File: src/include/vga_defs.svh
`ifndef VGA_DEFS_SVH
`define VGA_DEFS_SVH

// Horizontal intervals, in pixel clocks
// Line order is active, front porch, sync pulse, back porch
`define VGA_H_ACTIVE 8
`define VGA_H_FP 2
`define VGA_H_PW 3
`define VGA_H_BP 3

// Vertical intervals, in lines
// Frame order matches the line order above
`define VGA_V_ACTIVE 4
`define VGA_V_FP 1
`define VGA_V_PW 2
`define VGA_V_BP 2

// Pixel buffer depth in entries
`define VGA_FIFO_DEPTH 4

`endif

File: src/hdl/vga_pkg.sv
package vga_pkg;

   // One pixel, 4 bits per channel
   typedef struct packed {
      logic [3:0] r;
      logic [3:0] g;
      logic [3:0] b;
   } vga_rgb_t;

   // Sticky error flags of the pin checker
   typedef struct packed {
      logic err_hsync;
      logic err_vsync;
      logic err_blank;
      logic err_lines;
   } vga_status_t;

   // Checker sync-up sequence
   // First vsync pulse is only used to lock on
   typedef enum logic [1:0] {
      CHK_WAIT_LOW,
      CHK_WAIT_HIGH,
      CHK_RUN
   } chk_state_e;

endpackage

File: src/hdl/vga_scan_if.sv
`timescale 1ns/1ns

interface vga_scan_if;

   // Pixel for the next clock is needed
   logic fetch;
   // Display enable for this clock
   logic de;
   // Active-low syncs, aligned with de
   logic hsync;
   logic vsync;
   // First pixel slot of a line, aligned with fetch
   logic line_start;

   modport gen (
      output fetch, de, hsync, vsync, line_start
   );

   modport feed (
      input fetch, de, hsync, vsync, line_start
   );

endinterface

File: src/hdl/vga_pixel_feed.sv
`timescale 1ns/1ns

`include "vga_defs.svh"

module vga_pixel_feed (
   input  logic             clk,
   input  logic             arst_n,
   input  vga_pkg::vga_rgb_t pix,
   input  logic             pix_valid,
   output logic             pix_ready,
   output vga_pkg::vga_rgb_t rgb,
   output logic             hsync,
   output logic             vsync,
   output logic             de,
   output logic             underrun,
   vga_scan_if.feed         scan
);
   import vga_pkg::*;

   localparam int DEPTH = `VGA_FIFO_DEPTH;
   localparam int PW = $clog2(DEPTH);

   // FIFO storage and pointers
   vga_rgb_t    mem [DEPTH];
   logic [PW-1:0] wr_ptr;
   logic [PW-1:0] rd_ptr;
   logic [PW:0]   count;

   logic empty;
   logic push;
   logic pop;
   logic go;
   logic starve;
   // Output starts on a line boundary
   logic armed;

   // Pixel taken on fetch, one stage ahead of the pins
   vga_rgb_t px_q;

   assign empty     = (count == '0);
   assign pix_ready = (count != (PW+1)'(DEPTH));
   assign push      = pix_valid && pix_ready;

   // Draining may begin at any line start with data waiting
   assign go     = armed || (scan.line_start && !empty);
   assign pop    = scan.fetch && go && !empty;
   assign starve = scan.fetch && go && empty;

   always_ff @(posedge clk) begin
      if (push) begin
         mem[wr_ptr] <= pix;
      end
   end

   always_ff @(posedge clk or negedge arst_n) begin
      if (!arst_n) begin
         wr_ptr   <= '0;
         rd_ptr   <= '0;
         count    <= '0;
         armed    <= 1'b0;
         underrun <= 1'b0;
      end else begin
         if (push) begin
            wr_ptr <= (wr_ptr == PW'(DEPTH - 1)) ? '0 : wr_ptr + 1'b1;
         end
         if (pop) begin
            rd_ptr <= (rd_ptr == PW'(DEPTH - 1)) ? '0 : rd_ptr + 1'b1;
         end
         // Simultaneous push and pop leaves count alone
         if (push && !pop) begin
            count <= count + 1'b1;
         end else if (pop && !push) begin
            count <= count - 1'b1;
         end
         if (go) begin
            armed <= 1'b1;
         end
         // Sticky until reset
         if (starve) begin
            underrun <= 1'b1;
         end
      end
   end

   // Black on an empty fetch and outside the window
   always_ff @(posedge clk) begin
      px_q <= pop ? mem[rd_ptr] : '0;
   end

   // Pin register, colour and timing leave together
   always_ff @(posedge clk or negedge arst_n) begin
      if (!arst_n) begin
         rgb   <= '0;
         de    <= 1'b0;
         hsync <= 1'b1;
         vsync <= 1'b1;
      end else begin
         rgb   <= scan.de ? px_q : '0;
         de    <= scan.de;
         hsync <= scan.hsync;
         vsync <= scan.vsync;
      end
   end

endmodule

File: src/hdl/vga_timing_checker.sv
`timescale 1ns/1ns

`include "vga_defs.svh"

module vga_timing_checker (
   input  logic                clk,
   input  logic                arst_n,
   input  vga_pkg::vga_rgb_t   rgb,
   input  logic                hsync,
   input  logic                vsync,
   input  logic                de,
   output vga_pkg::vga_status_t status,
   output logic                frame_ok
);
   import vga_pkg::*;

   localparam int H_TOTAL = `VGA_H_ACTIVE + `VGA_H_FP + `VGA_H_PW + `VGA_H_BP;
   localparam int V_TOTAL = `VGA_V_ACTIVE + `VGA_V_FP + `VGA_V_PW + `VGA_V_BP;
   localparam int HCW = $clog2(H_TOTAL + 1);
   localparam int VCW = $clog2(V_TOTAL + 1);

   chk_state_e state;

   // Pins sampled once, then one more stage for edges
   vga_rgb_t rgb_d;
   logic     de_d;
   logic     hs_d;
   logic     hs_dd;
   logic     vs_d;
   logic     vs_dd;

   // Run lengths of the level before each edge
   logic [HCW-1:0] h_run;
   logic [VCW-1:0] v_run;
   logic [VCW-1:0] lines;

   logic hs_edge;
   logic hs_fall;
   logic vs_edge;
   logic vs_fall;
   logic bad_h;
   logic bad_v;
   logic bad_blank;
   logic bad_lines;
   logic run;
   // First checked frame is still partial
   logic first_done;
   logic frame_err;

   assign hs_edge = hs_d ^ hs_dd;
   assign hs_fall = hs_dd && !hs_d;
   assign vs_edge = vs_d ^ vs_dd;
   assign vs_fall = vs_dd && !vs_d;
   assign run     = (state == CHK_RUN);

   // Rising edge closes a pulse, falling edge closes the gap
   assign bad_h = hs_edge && (hs_d ? (h_run != HCW'(`VGA_H_PW))
                                   : (h_run != HCW'(H_TOTAL - `VGA_H_PW)));
   assign bad_v = vs_edge && (vs_d ? (v_run != VCW'(`VGA_V_PW))
                                   : (v_run != VCW'(V_TOTAL - `VGA_V_PW)));
   assign bad_blank = !de_d && (rgb_d != '0);
   assign bad_lines = vs_fall && (lines != VCW'(V_TOTAL));

   always_ff @(posedge clk or negedge arst_n) begin
      if (!arst_n) begin
         rgb_d <= '0;
         de_d  <= 1'b0;
         hs_d  <= 1'b1;
         hs_dd <= 1'b1;
         vs_d  <= 1'b1;
         vs_dd <= 1'b1;
      end else begin
         rgb_d <= rgb;
         de_d  <= de;
         hs_d  <= hsync;
         hs_dd <= hs_d;
         vs_d  <= vsync;
         vs_dd <= vs_d;
      end
   end

   // Lock onto the first full vsync pulse
   always_ff @(posedge clk or negedge arst_n) begin
      if (!arst_n) begin
         state <= CHK_WAIT_LOW;
      end else begin
         case (state)
            CHK_WAIT_LOW:  if (!vs_d) state <= CHK_WAIT_HIGH;
            CHK_WAIT_HIGH: if (vs_d) state <= CHK_RUN;
            default:       state <= CHK_RUN;
         endcase
      end
   end

   // Counters run in every state so the first RUN edge sees a full run
   always_ff @(posedge clk or negedge arst_n) begin
      if (!arst_n) begin
         h_run <= '0;
         v_run <= '0;
         lines <= '0;
      end else begin
         if (hs_edge) begin
            h_run <= HCW'(1);
         end else if (h_run != '1) begin
            h_run <= h_run + 1'b1;
         end
         // Vertical runs counted in hsync falls
         if (vs_edge) begin
            v_run <= VCW'(hs_fall);
         end else if (hs_fall && (v_run != '1)) begin
            v_run <= v_run + 1'b1;
         end
         if (vs_fall) begin
            lines <= VCW'(hs_fall);
         end else if (hs_fall && (lines != '1)) begin
            lines <= lines + 1'b1;
         end
      end
   end

   always_ff @(posedge clk or negedge arst_n) begin
      if (!arst_n) begin
         status     <= '0;
         frame_ok   <= 1'b0;
         first_done <= 1'b0;
         frame_err  <= 1'b0;
      end else begin
         frame_ok <= 1'b0;
         if (run) begin
            if (bad_h)     status.err_hsync <= 1'b1;
            if (bad_v)     status.err_vsync <= 1'b1;
            if (bad_blank) status.err_blank <= 1'b1;
            if (bad_lines) status.err_lines <= 1'b1;
            if (vs_fall) begin
               // Frame boundary, report and start a fresh frame
               frame_ok   <= first_done && !frame_err &&
                             !(bad_h || bad_v || bad_blank || bad_lines);
               first_done <= 1'b1;
               frame_err  <= 1'b0;
            end else if (bad_h || bad_v || bad_blank) begin
               frame_err <= 1'b1;
            end
         end
      end
   end

endmodule

File: src/hdl/vga_timing_gen.sv
`timescale 1ns/1ns

`include "vga_defs.svh"

module vga_timing_gen (
   input logic clk,
   input logic arst_n,
   vga_scan_if.gen scan
);

   localparam int H_TOTAL = `VGA_H_ACTIVE + `VGA_H_FP + `VGA_H_PW + `VGA_H_BP;
   localparam int V_TOTAL = `VGA_V_ACTIVE + `VGA_V_FP + `VGA_V_PW + `VGA_V_BP;
   localparam int H_SYNC_START = `VGA_H_ACTIVE + `VGA_H_FP;
   localparam int V_SYNC_START = `VGA_V_ACTIVE + `VGA_V_FP;
   localparam int HW = $clog2(H_TOTAL);
   localparam int VW = $clog2(V_TOTAL);

   // Scan position
   logic [HW-1:0] h_cnt;
   logic [VW-1:0] v_cnt;

   logic h_last;
   logic v_last;
   logic h_act;
   logic v_act;
   logic h_pulse;
   logic v_pulse;

   // Syncs one stage early, in step with fetch
   logic hs_pre;
   logic vs_pre;

   assign h_last = (h_cnt == HW'(H_TOTAL - 1));
   assign v_last = (v_cnt == VW'(V_TOTAL - 1));

   // Window decodes on the current position
   assign h_act   = (h_cnt < HW'(`VGA_H_ACTIVE));
   assign v_act   = (v_cnt < VW'(`VGA_V_ACTIVE));
   assign h_pulse = (h_cnt >= HW'(H_SYNC_START)) &&
                    (h_cnt < HW'(H_SYNC_START + `VGA_H_PW));
   // Vertical pulse spans whole lines
   assign v_pulse = (v_cnt >= VW'(V_SYNC_START)) &&
                    (v_cnt < VW'(V_SYNC_START + `VGA_V_PW));

   // Pixel and line counters, free running
   always_ff @(posedge clk or negedge arst_n) begin
      if (!arst_n) begin
         h_cnt <= '0;
         v_cnt <= '0;
      end else begin
         if (h_last) begin
            h_cnt <= '0;
            // Line advances once per line wrap
            if (v_last) begin
               v_cnt <= '0;
            end else begin
               v_cnt <= v_cnt + 1'b1;
            end
         end else begin
            h_cnt <= h_cnt + 1'b1;
         end
      end
   end

   // First stage, fetch request and early syncs
   always_ff @(posedge clk or negedge arst_n) begin
      if (!arst_n) begin
         scan.fetch      <= 1'b0;
         scan.line_start <= 1'b0;
         hs_pre          <= 1'b1;
         vs_pre          <= 1'b1;
      end else begin
         scan.fetch      <= h_act && v_act;
         scan.line_start <= (h_cnt == '0);
         hs_pre          <= !h_pulse;
         vs_pre          <= !v_pulse;
      end
   end

   // Second stage, de lags fetch by one clock
   always_ff @(posedge clk or negedge arst_n) begin
      if (!arst_n) begin
         scan.de    <= 1'b0;
         scan.hsync <= 1'b1;
         scan.vsync <= 1'b1;
      end else begin
         scan.de    <= scan.fetch;
         scan.hsync <= hs_pre;
         scan.vsync <= vs_pre;
      end
   end

endmodule

File: src/hdl/vga_top.sv
`timescale 1ns/1ns

module vga_top (
   input  logic        clk,
   input  logic        arst_n,
   input  logic [11:0] pix,
   input  logic        pix_valid,
   output logic        pix_ready,
   output logic [3:0]  vga_r,
   output logic [3:0]  vga_g,
   output logic [3:0]  vga_b,
   output logic        vga_hsync,
   output logic        vga_vsync,
   output logic        vga_de,
   output logic        underrun,
   output logic        err_hsync,
   output logic        err_vsync,
   output logic        err_blank,
   output logic        err_lines,
   output logic        frame_ok
);
   import vga_pkg::*;

   vga_rgb_t    pix_rgb;
   vga_rgb_t    rgb;
   vga_status_t status;

   // Packed pixel is r, g, b from the top bits down
   assign pix_rgb = pix;

   assign vga_r = rgb.r;
   assign vga_g = rgb.g;
   assign vga_b = rgb.b;

   assign err_hsync = status.err_hsync;
   assign err_vsync = status.err_vsync;
   assign err_blank = status.err_blank;
   assign err_lines = status.err_lines;

   // Scan timing from generator to pixel buffer
   vga_scan_if scan_if ();

   vga_timing_gen u_timing_gen (
      .clk    (clk),
      .arst_n (arst_n),
      .scan   (scan_if.gen)
   );

   vga_pixel_feed u_pixel_feed (
      .clk       (clk),
      .arst_n    (arst_n),
      .pix       (pix_rgb),
      .pix_valid (pix_valid),
      .pix_ready (pix_ready),
      .rgb       (rgb),
      .hsync     (vga_hsync),
      .vsync     (vga_vsync),
      .de        (vga_de),
      .underrun  (underrun),
      .scan      (scan_if.feed)
   );

   // Checker sees only the output pins
   vga_timing_checker u_timing_checker (
      .clk      (clk),
      .arst_n   (arst_n),
      .rgb      (rgb),
      .hsync    (vga_hsync),
      .vsync    (vga_vsync),
      .de       (vga_de),
      .status   (status),
      .frame_ok (frame_ok)
   );

endmodule

File: config.mk
export PLATFORM = sky130hd
export DESIGN_NAME = vga_top
export DESIGN_NICKNAME = d
export VERILOG_FILES = /design/src/hdl/vga_pkg.sv /design/src/hdl/vga_scan_if.sv /design/src/hdl/vga_pixel_feed.sv /design/src/hdl/vga_timing_checker.sv /design/src/hdl/vga_timing_gen.sv /design/src/hdl/vga_top.sv
export VERILOG_INCLUDE_DIRS = /design/src /design/src/include
export SDC_FILE = /design/constraint.sdc
export NUM_CORES = 1
export LEC_CHECK = 0
export ABC_AREA = 0
export BUFFER_PORTS_ARGS = -buffer_cell sky130_fd_sc_hd__buf_2
export CORE_AREA = 5 5 115 117
export CTS_CLUSTER_SIZE = 12
export DETAILED_ROUTE_END_ITERATION = 10
export DIE_AREA = 0 0 120 122
export PLACE_DENSITY = 0.59
export RECOVER_POWER = 50
export SLEW_MARGIN = 20
export SYNTH_ARGS = -nofsm -noshare
export SYNTH_HDL_FRONTEND = slang
export SYNTH_SLANG_ARGS = --single-unit
File: constraint.sdc
create_clock -name clk -period 2.63 [get_ports clk]
set_input_delay 0.1315 -clock clk [delete_from_list [all_inputs] [get_ports clk]]
set_output_delay 0.1315 -clock clk [all_outputs]
set_load 0.01 [all_outputs]
==> metrics, run 1 <==
status complete, but fails checks; failing checks capacitance limit, slew limit; die area 14,600 sq um; cell family with most CP delay adder cells; Mapped Area approximately 5300 sq um; GP Congestion 0.711; Die Span Y between 100 and 150 um; period utilization approximately 80%; Clock Pin Slew Worst Setup and Hold Paths about 0.060 ns; clock power share 38.0%; post-synth cell types 53; number of CTS-inserted buffers 17; Max Cap Viol 1; setup TNS 0 ns; worst skew pair latency about 0.40 ns; maximum VDD drop roughly 560 uV; GRT Util Overall approximately an eighth; CP Buf/Inv Count 1; first-pass GRT wire length roughly 14 mm; RSZ-0062 raised after global routing false; Initial Util a little over two fifths; share of cells above drive strength 1 about 23%; routed len/inst 15.0 um; Die Wd between 100 and 150 um; Seq cells post-synth ~140; fin crit period ~2.1 ns; vias in the first global route a little under 3,000; crit end category flip-flop; Reg power frac between 40% and 50%; Mapped Cells between 300 and 400; Final Setup Violations 0; largest net degree at the start of global routing slightly below 80; required time of the worst setup path slightly below 3 ns; hold-fix buffers at CTS 13; TritonCTS clock tree done; Core Rows just over 40; Sink Count 138; crit-path cells or3_4, o211ai_4, ha_1, inv_1, fa_1, xor2_1, nor2_1, xor2_1; P per Cell Area about 910 nW/um^2; CP max stage cell or3_4; Final Max Slew Viols 79; ys flop type dfrtp_1; setup repair bufs after CTS 0; Seq/Total Area, Yosys about two thirds; setup ws final 0.517 ns; worst slack, placed 0.544 ns; CP Max Fanout 4; Post-layout nets 437; most frequent cells in the layout dfrtp_1 (68), edfxtp_1 (48), buf_2 (23); vias per std cell around 5; warnings from Yosys 0; EDFF count, synth 48; most used cell, CP xor2_1; Ant. Diodes 0; CTS resizes 0; CTS root buf clkbuf_16; part of the power in combinational logic around 17%; # port buffers 36; Hold Violations, Final 0; 1st-iter DRT viols 99; Static Leak between 2 and 3 nW; post-route ant nets 0; Syn Area/Cell ~16 sq um; initial antenna violation count 0; CTS max path bufs 2; Final Routed Wirelength around 8.5 mm; skew final 0.00594 ns; crit start category flip-flop; core box area approximately 12,000 sq um; Slew @ Worst Pin about 1.9 ns; Area growth syn-to-layout 18.5%; critical path type reg2reg; most common cell after layout, fill and taps aside dfrtp_1; Worst EP arrival 2.43 ns; grt ovf 0; H-tree depth 4; CP max stage delay ~0.43 ns; HP Class in2reg; detailed-placement wirelength estimate about 5.7 mm; asr flop ratio synth 56.5%; Synthesized Nets 374; First-pass DRT Iterations 4; DR DRC count 0; Fmax achieved roughly 0.47 GHz; I/O pin cnt 37; Sw Share 24.5%; internal power between 4 and 5 mW; Slew headroom -24.1%; vias roughly 2,800; NetSw ~1.4 mW
power by group through the flow:
stage | clock [mW] | sequential [mW] | combinational (mW)
finish | 2.19 | 2.62 | 0.964
global placement | 0 | 2.65 | 0.951
floorplan | 0 | 2.58 | 0.844
detailed placement | 0 | 2.66 | 0.971
CTS | 2.25 | 2.63 | 0.995
global route | 2.36 | 2.65 | 1.08
per-stage QoR:
step	total power [mW]	std cells	utilization, %	area (sq um)	hold WS, ns
finish	5.77	565	51.6	6320	0.217
global route	6.08	565	51.6	6320	0.232
detailed placement	3.64	520	46.1	5650	0.348
CTS	5.87	565	51.7	6340	0.199
global placement	3.61	520	46.1	5650	0.344
floorplan	3.43	339	-	5340	-0.164
cell type report:
class / instances / area, sq um
Clock buffer: 21 / 460
Multi-Input combinational cell: 180 / 1570
Tap cell: 150 / 188
Sequential cell: 138 / 3650
Timing Repair Buffer: 51 / 310
Inverter: 14 / 52.6
Clock inverter: 11 / 97.6
Fill cell: 999 / 5940
cells by family (layout without fill, tap and decap cells):
family,Yosys count,count (layout),synth area share [%]
flops,138,138,68.3
simple gates,98,98,12.0
compound gates,33,33,4.17
buf+inv,21,97,2.30
fa+ha+maj,20,20,4.83
mux,19,19,6.77
xor+xnor,10,10,1.64
sequential cells by signal, indices dropped and copies added, names as in the netlist, 5 cells and up:
name	count
u_timing_checker.rgb_d	12
u_timing_checker.h_run	5
u_pixel_feed.rgb	12
u_pixel_feed.px_q	12
u_pixel_feed.mem	48
synth_stat cells (2+ instances only):
master / number / area (sq um)
mux4_2: 8 / 180
nand3_1: 10 / 50.1
xnor2_1: 2 / 17.5
and3_1: 8 / 50.1
dfstp_2: 10 / 263
o211ai_1: 4 / 30.0
o21bai_1: 2 / 15.0
buf_12: 2 / 40.0
dfxtp_1: 12 / 240
nor2b_1: 3 / 18.8
mux4_1: 4 / 105
o21ai_0: 9 / 45.0
nor2b_4: 8 / 110
edfxtp_1: 48 / 1440
xor2_1: 8 / 70.1
nor3b_1: 2 / 15.0
dfrtp_1: 68 / 1700
nand2_1: 14 / 52.6
nand2b_1: 2 / 12.5
inv_1: 14 / 52.6
a21o_1: 4 / 30.0
a21oi_1: 8 / 40.0
nor3_1: 3 / 15.0
and2b_2: 4 / 35.0
and2_1: 15 / 93.8
buf_2: 3 / 15.0
nor4_1: 3 / 18.8
mux2_2: 4 / 45.0
nor2_1: 14 / 52.6
mux2i_1: 2 / 20.0
ha_1: 19 / 238
layer usage:
| layer | GRT usage [%] | wire length [um] | vias up | share of wire, % |
|---|---|---|---|---|
| met5 | 0 | 0 | - | 0 |
| met4 | 4.94 | 103 | 0 | 1.2 |
| met3 | 4.55 | 311 | 11 | 3.7 |
| met2 | 20.9 | 4140 | 41 | 49 |
| met1 | 16.1 | 3910 | 1373 | 46 |
| li1 | - | - | 1345 | - |
worst paths after layout:
kind / from / end / slack [ns] / depth (start not counted)
worst max-delay path: u_pixel_feed.count[1] / u_pixel_feed.count[2] / 0.52 / 8
worst min-delay path: pix_valid / u_pixel_feed.wr_ptr[1] / 0.22 / 3
worst max register to register: u_pixel_feed.count[1] / u_pixel_feed.count[2] / 0.52 / 8
worst min register to register: u_timing_gen.vs_pre / u_timing_gen.scan.vsync / 0.36 / 0
max in group asynchronous: arst_n / u_pixel_feed.underrun / 0.74 / 2
min in group asynchronous: arst_n / u_pixel_feed.rgb[2] / 0.78 / 2
worst register-to-register path: stages (launching register included):
cell	delay [ns]
dfrtp_1	0.42
or3_4	0.43
o211ai_4	0.09
ha_1	0.21
inv_1	0.06
fa_1	0.38
xor2_1	0.17
nor2_1	0.11
xor2_1	0.16
No activity file was read; power rests on OpenSTA's default activity.
==> run 2, diff against run 1 <==
--- a/config.mk
+++ b/config.mk
@@ -6,13 +6,13 @@
 export SDC_FILE = /design/constraint.sdc
 export NUM_CORES = 1
 export LEC_CHECK = 0
-export ABC_AREA = 0
+export ABC_AREA = 1
 export BUFFER_PORTS_ARGS = -buffer_cell sky130_fd_sc_hd__buf_2
 export CORE_AREA = 5 5 115 117
 export CTS_CLUSTER_SIZE = 12
 export DETAILED_ROUTE_END_ITERATION = 10
 export DIE_AREA = 0 0 120 122
-export PLACE_DENSITY = 0.59
+export PLACE_DENSITY = 0.61
 export RECOVER_POWER = 50
 export SLEW_MARGIN = 20
 export SYNTH_ARGS = -nofsm -noshare
==> constraint.sdc (replaced) <==
create_clock -name clk -period 1.94 [get_ports clk]
set_input_delay 0.097 -clock clk [delete_from_list [all_inputs] [get_ports clk]]
set_output_delay 0.097 -clock clk [all_outputs]
set_load 0.01 [all_outputs]
==> run 2 against run 1 <==
Effect of this change:
- the flow now finishes without violations
- sequential power increased by 32%
- combinational power increased by 62%
- worst hold slack got worse by 0.074 ns
- critical path type unchanged
- first-iteration DRC count increased by 90%
- non-clock buffer count increased by 9
- global-route usage increased by 0.93 points
- via count increased by 19%
- design area increased by 2.0%
- final cell count increased by 24%
- total power increased by 41%
- clock-buffer cell count decreased by 3
- register-to-register slack got worse by 0.46 ns
==> metrics, run 2 <==
status finished clean; H-tree depth 4 (unchanged); most frequent cells in the layout nor2_1 (79), dfrtp_1 (68), inv_1 (52), nand2_1 (52), edfxtp_1 (48); setup TNS 0 ns (unchanged); Non-Filler Instances 698 (+24%); detailed-placement wirelength estimate 6.30 mm (+11%); placed insts 652 (+25%); Critical path destination u_pixel_feed.count[2]; First-pass DRT Iterations 5 (+1); R2R Path End u_pixel_feed.count[2]; number of CTS-inserted buffers 17 (unchanged); GRT Util Overall 13.9% (+0.93 points); Design Area, Final 6450 sq um (+2.0%); NetSw 2.23 mW (+58%); ys flop type dfrtp_1; GP Congestion 0.720 (+1.2%); R2R cell count 10 (+2); I/O pin cnt 37 (unchanged); Ant. Diodes 0 (unchanged); CTS max path bufs 2 (unchanged); Slew headroom 43.0% (+67 points); Seq/Total Area, Yosys 68.2% (about the same); Sw Share 27.4% (+2.9 points); clock power share 38.5% (+0.5 points); Max Cap Viol 0 (-1); Worst EP arrival 2.16 ns (-0.27 ns); Seq cells post-synth 138 (unchanged); Yosys top cell area share 31.9% (about the same); Synth area leaders dfrtp_1 (32%), edfxtp_1 (27%), nor2_1 (5.6%), dfstp_2 (4.9%), dfxtp_1 (4.5%); Final Setup Violations 0 (unchanged); Static Leak 2.98 nW (+9.0%); crit start category flip-flop; EDFF count, synth 48 (unchanged); Mapped Area 5340 sq um (about the same); Mapped Cells 465 (+37%); grt ovf 0 (unchanged); 1st-iter DRT viols 188 (+90%); maximum VDD drop 876 uV (+57%); count leader, synth nor2_1; Die Span Y 122 um (unchanged); Worst Setup SP u_pixel_feed.count[2]; Post-layout nets 570 (+30%); HP Class in2reg; vias 3,287 (+19%); worst skew pair latency 0.41 ns (about the same); Die Wd 120 um (unchanged); post-synth cell types 35 (-34%); Area after DPL 5760 sq um (+1.9%); vias per std cell 4.71 (-3.9%); Slew @ Worst Pin 0.855 ns (-1.01 ns); P per Cell Area 1260 nW/um^2 (+38%); Area growth syn-to-layout 20.8%; reg-to-reg startpoint u_pixel_feed.count[2]; die area 14,600 sq um (unchanged); Hold Violations, Final 0 (unchanged); internal power 5.92 mW (+36%); DR DRC count 0 (unchanged); crit end category flip-flop; initial antenna violation count 0 (unchanged); post-route ant nets 0 (unchanged); required time of the worst setup path 2.22 ns (-0.73 ns); period utilization 96.9% (+17 points); Reg power frac 42.3% (-3.0 points); post-synth top area cell dfrtp_1; r2r setup slk 0.06 ns (-0.46 ns); Syn Area/Cell 11.5 sq um (-27%); asr flop ratio synth 56.5% (unchanged); routed len/inst 13.4 um (-11%); Sink Count 138 (unchanged); Largest register FFs 48 (unchanged); Reg with most FFs u_pixel_feed.mem; first-pass GRT wire length 15.6 mm (+8.8%); TritonCTS clock tree done; part of the power in combinational logic 19.1% (+2.4 points); warnings from Yosys 0 (unchanged); Initial Util 43.6% (about the same); CTS root buf clkbuf_16; critical path type reg2reg; # port buffers 36 (unchanged); Final Max Slew Viols 0 (-100%); Hold Slack 0.143 ns (-0.0738 ns); most common cell after layout, fill and taps aside nor2_1; largest net degree at the start of global routing 45 (-43%); top cells by count, synth nor2_1 (79), dfrtp_1 (68), inv_1 (53); core box area 12,300 sq um (unchanged); Final Routed Wirelength 9.32 mm (+10%); Core Rows 41 (unchanged); Fmax achieved 0.532 GHz (+12%); CP Max Fanout 3 (-1); Synthesized Nets 500 (+34%); share of cells above drive strength 1 17.5% (-5.1 points); skew final 0.00969 ns (+0.00376 ns); fin crit period 1.88 ns (-0.233 ns); vias in the first global route 3,241 (+11%); Clock Pin Slew Worst Setup and Hold Paths 0.06 ns (about the same)
[run 2: cell type report]
class	count	area [sq um]
Fill cell	1033	5810
Sequential cell	138	3650
Multi-Input combinational cell	260	1440
Clock buffer	18	429
Timing Repair Buffer	60	378
Inverter	58	218
Tap cell	150	188
Clock inverter	14	154
[run 2: critical path, stage by stage, from the launching register on]
cell,delay [ns]
dfrtp_1,0.39
inv_2,0.09
nand3_4,0.10
a21o_4,0.23
nand3_4,0.07
ha_4,0.12
inv_2,0.05
fa_2,0.36
a21oi_2,0.12
o21ai_1,0.08
xor2_1,0.14
[run 2: kinds of logic after synthesis]
kind of cell               count (synthesis)  share of synthesized area (%)
xor gates and xnor gates                   4                          0.656
and+or+nand+nor                          161                           12.6
DFF                                      138                           68.2
AOI/OAI and AO/OA                         75                           8.48
buffers and inverters                     67                           5.15
adders and majority gates                 20                           4.82
[run 2: stage by stage]
| stage | total power [mW] | setup slack (ns) | utilization, % |
|---|---|---|---|
| after detailed placement | 5.06 | 0.0602 | 47.0 |
| after global placement | 5.02 | 0.0691 | 47.0 |
| after floorplan | 4.62 | -0.0620 | - |
| after global routing | 8.61 | -0.00295 | 52.6 |
| after CTS | 8.25 | 0.0404 | 52.8 |
| final | 8.16 | 0.0595 | 52.6 |
[run 2: layer usage]
metal  wire length (um)  up-vias  global-route usage, %
met5                  0        -                      0
li1                   -     1668                      -
met2               4510       41                   22.3
met1               4430     1570                   17.6
met3                263        8                   3.81
met4                115        0                   6.23
[run 2: worst min path at each step]
stage / depth (start not counted) / startpoint / slack [ns] / end
final: 4 / pix_valid / 0.14 / u_pixel_feed.wr_ptr[0]
after global routing: 4 / pix_valid / 0.19 / u_pixel_feed.wr_ptr[1]
after CTS: 4 / pix_valid / 0.13 / u_pixel_feed.wr_ptr[0]
after detailed placement: 1 / arst_n / 0.09 / u_timing_checker.rgb_d[9]
after global placement: 1 / arst_n / 0.09 / u_timing_checker.rgb_d[9]
after floorplan: 0 / arst_n / -0.20 / u_pixel_feed.armed
[run 2: power by group through the flow]
stage | combinational, mW | sequential (mW) | clock [mW]
after detailed placement | 1.55 | 3.51 | 0
after global placement | 1.52 | 3.50 | 0
after CTS | 1.57 | 3.46 | 3.22
final | 1.56 | 3.45 | 3.14
after floorplan | 1.13 | 3.49 | 0
after global routing | 1.78 | 3.48 | 3.36
[run 2: repair_timing]
| item | 4_1_cts | 5_1_grt |
|---|---|---|
| resized for setup | 0 | 1 |
| hold buffers | 13 | 0 |
| buffers inserted | 0 | 1 |
| endpoints found under the hold margin | 82 | 0 |
| endpoints found under the setup margin | 0 | 1 |
==> run 3, diff against run 2 <==
--- a/config.mk
+++ b/config.mk
@@ -8,13 +8,15 @@
 export LEC_CHECK = 0
 export ABC_AREA = 1
 export BUFFER_PORTS_ARGS = -buffer_cell sky130_fd_sc_hd__buf_2
-export CORE_AREA = 5 5 115 117
+export CORE_AREA = 5 5 111 113
 export CTS_CLUSTER_SIZE = 12
 export DETAILED_ROUTE_END_ITERATION = 10
-export DIE_AREA = 0 0 120 122
-export PLACE_DENSITY = 0.61
+export DIE_AREA = 0 0 116 118
+export GPL_ROUTABILITY_DRIVEN = 0
+export PLACE_DENSITY = 0.66
 export RECOVER_POWER = 50
 export SLEW_MARGIN = 20
 export SYNTH_ARGS = -nofsm -noshare
 export SYNTH_HDL_FRONTEND = slang
+export SYNTH_HIERARCHICAL = 1
 export SYNTH_SLANG_ARGS = --single-unit
==> run 3 against run 2 <==
Effect of this change:
- design area is 1.5% higher
- sequential cell count stayed put
- via count is 3.4% higher
- clock power is 5% higher
- sequential share of layout area is 0.82 points lower
- critical path depth stayed put
- critical path type unchanged
- largest power group unchanged
==> metrics, run 3 <==
Largest register FFs 48 (unchanged); reg-to-reg startpoint u_pixel_feed/count[0]; internal power 6.06 mW (+2.3%); hold path start pix_valid; clock power share 39.4% (+0.9 points); Static Leak 3.05 nW (+2.3%); HP Class in2reg; Yosys top cell area share 31.3% (-0.53 points); vias in the first global route 3,446 (+6.3%); total power draw 8.37 mW (+2.6%); Final Routed Wirelength 9.79 mm (+5.0%); P per Cell Area 1280 nW/um^2 (+1.1%); first-pass GRT wire length 16.6 mm (+6.4%); core box area 11,200 sq um (-8.5%); Final Max Slew Viols 0 (unchanged); TritonCTS clock tree done; Mapped Cells 476 (+2.4%); R2R cell count 10 (unchanged); fin crit period 1.91 ns (+0.0316 ns); R2R Path End u_pixel_feed/count[2]; most frequent cells in the layout nor2_1 (75), dfrtp_1 (68), nand2_1 (65); status finished clean; Sink Count 138 (unchanged); skew final 0.00755 ns (-0.00215 ns); Slew @ Worst Pin 0.755 ns (-0.0992 ns); DR DRC count 0 (unchanged); top cells by count, synth nor2_1 (75), dfrtp_1 (68), nand2_1 (65); Sw Share 27.6% (+0.25 points); asr flop ratio synth 56.5% (unchanged); period utilization 98.6% (+1.6 points); count leader, synth nor2_1; Area growth syn-to-layout 20.5%; routed len/inst 13.9 um (+4.2%); critical path type reg2reg; worst hold stages 4 (unchanged); 1st-iter DRT viols 214 (+14%); post-synth top area cell dfrtp_1; number of CTS-inserted buffers 17 (unchanged); EDFF count, synth 48 (unchanged); First-pass DRT Iterations 4 (-1); Hold Violations, Final 0 (unchanged); H-tree depth 4 (unchanged); Die Wd 116 um (-3.3%); CP Max Fanout 5 (+2); Reg power frac 41.8% (-0.5 points); Reg with most FFs u_pixel_feed/mem; maximum VDD drop 702 uV (-20%); initial antenna violation count 0 (unchanged); Initial Util 48.4% (+4.8 points); Sequential Area 3650 sq um (unchanged); part of the power in combinational logic 18.8% (-0.3 points); worst skew pair latency 0.42 ns (about the same); Seq/Total Area, Yosys 67.1% (-1.1 points); GRT Util Overall 15.8% (+2.0 points); warnings from Yosys 6 (+6); Seq cells post-synth 138 (unchanged); crit start category flip-flop; Max Cap Viol 0 (unchanged); Core Rows 39 (-4.9%); Worst EP arrival 2.24 ns (+0.08 ns); post-route ant nets 0 (unchanged); # port buffers 36 (unchanged); ys flop type dfrtp_1; CTS max path bufs 2 (unchanged); share of cells above drive strength 1 18.2% (+0.70 points); r2r setup slk 0.03 ns (-0.03 ns); grt ovf 0 (unchanged); Fmax achieved 0.523 GHz (-1.7%); Synth area leaders dfrtp_1 (31%), edfxtp_1 (27%), nor2_1 (5.2%), dfstp_2 (4.8%), nand2_1 (4.5%); crit end category flip-flop; fillers 886 (-14%); post-synth cell types 42 (+20%); Worst Setup SP u_pixel_feed/count[0]; Post-layout nets 582 (+2.1%); required time of the worst setup path 2.27 ns (+0.05 ns); vias 3,399 (+3.4%); Design Area, Final 6550 sq um (+1.5%); Ant. Diodes 0 (unchanged); vias per std cell 4.83 (+2.7%); footprint of the multi-input gates 1490 sq um (+3.4%); die area 13,700 sq um (-6.5%); largest net degree at the start of global routing 66 (+47%); detailed-placement wirelength estimate 6.36 mm (+1.0%); Clock Pin Slew Worst Setup and Hold Paths 0.06 ns (about the same); Mapped Area 5430 sq um (+1.7%); CTS root buf clkbuf_16; Synthesized Nets 511 (+2.2%); most common cell after layout, fill and taps aside nor2_1; Hold Path End u_pixel_feed/wr_ptr[1]; Die Span Y 118 um (-3.3%); I/O pin cnt 37 (unchanged); Area after DPL 5800 sq um (+0.74%); Syn Area/Cell 11.4 sq um (-0.66%); Final Setup Violations 0 (unchanged); Slew headroom 49.6% (+6.6 points); NetSw 2.31 mW (+3.6%)
run 3: changes by cell type after synthesis, moves of 5 or more:
cell     delta
o21ai_0    -22
a21oi_1     +7
o21ai_1    +21
a21oi_2     -8
nand2_1    +13
nand2_2     +5
run 3: through the flow:
step                worst slack (ns)  cells  hold WS (ns)  utilization [%]  TNS, ns
finish                        0.0279    703        0.0201             58.3        0
global route                 -0.0305    703        0.0363             58.3  -0.0305
CTS                           0.0318    701       0.00874             58.3        0
detailed placement            0.0532    656       -0.0416             51.7        0
global placement               0.192    656       -0.0458             51.7        0
floorplan                     0.0524    476        -0.199                -        0
run 3: area by class of cell:
type                       instances  share of cell area [%]
sequential                       138                    55.7
multi-input combinational        270                    22.7
clock buffer                      23                    7.30
timing repair buffer              61                    6.06
inverter                          59                    3.42
tap                              143                    2.73
clock inverter                     9                    2.06
run 3: power groups by stage:
| stage | combinational (mW) | clock, mW | sequential [mW] |
|---|---|---|---|
| floorplan | 1.16 | 0 | 3.49 |
| global placement | 1.47 | 0 | 3.54 |
| detailed placement | 1.52 | 0 | 3.54 |
| CTS | 1.55 | 3.37 | 3.49 |
| global route | 1.77 | 3.53 | 3.52 |
| finish | 1.58 | 3.30 | 3.50 |
run 3: logic make-up (layout without fill, tap and decap cells):
kind of cell	after synthesis	count (layout)	synth area share [%]
AND/OR/NAND/NOR	175	175	14.3
flip-flops	138	138	67.1
AO/OA/AOI/OAI	72	72	7.76
buffers and inverters	68	152	5.62
adder cells (fa/ha/maj)	20	20	4.74
XOR/XNOR	3	3	0.484
run 3: what timing repair did:
item                       CTS  global route
hold endpoints to repair   116             0
setup endpoints to repair    0             1
setup buffers                0             2
hold buffers                13             0
gates resized for setup      0             5
run 3: metal layers:
layer / vias to the layer above / global-route usage, % / share of wire (%)
met1: 1600 / 20.0 / 45
met4: 0 / 6.74 / 1.6
met5: - / 0 / 0
met3: 16 / 5.35 / 5.7
met2: 83 / 24.7 / 48
li1: 1700 / - / -
run 3: critical path, cell delays in order, from the launching register on:
cell      delay, ns
dfrtp_1        0.42
inv_2          0.11
nand3_4        0.11
o211ai_4       0.11
ha_2           0.22
inv_1          0.06
fa_1           0.39
inv_1          0.09
nand2_1        0.05
nand3_1        0.08
xor2_1         0.19
run 3: worst max path at each step:
stage	endpoint	slack (ns)
floorplan	u_pixel_feed/count[2]	0.05
global placement	u_pixel_feed/count[2]	0.19
detailed placement	u_pixel_feed/count[2]	0.05
CTS	u_pixel_feed/count[2]	0.03
global route	u_pixel_feed/count[2]	-0.03
finish	u_pixel_feed/count[2]	0.03
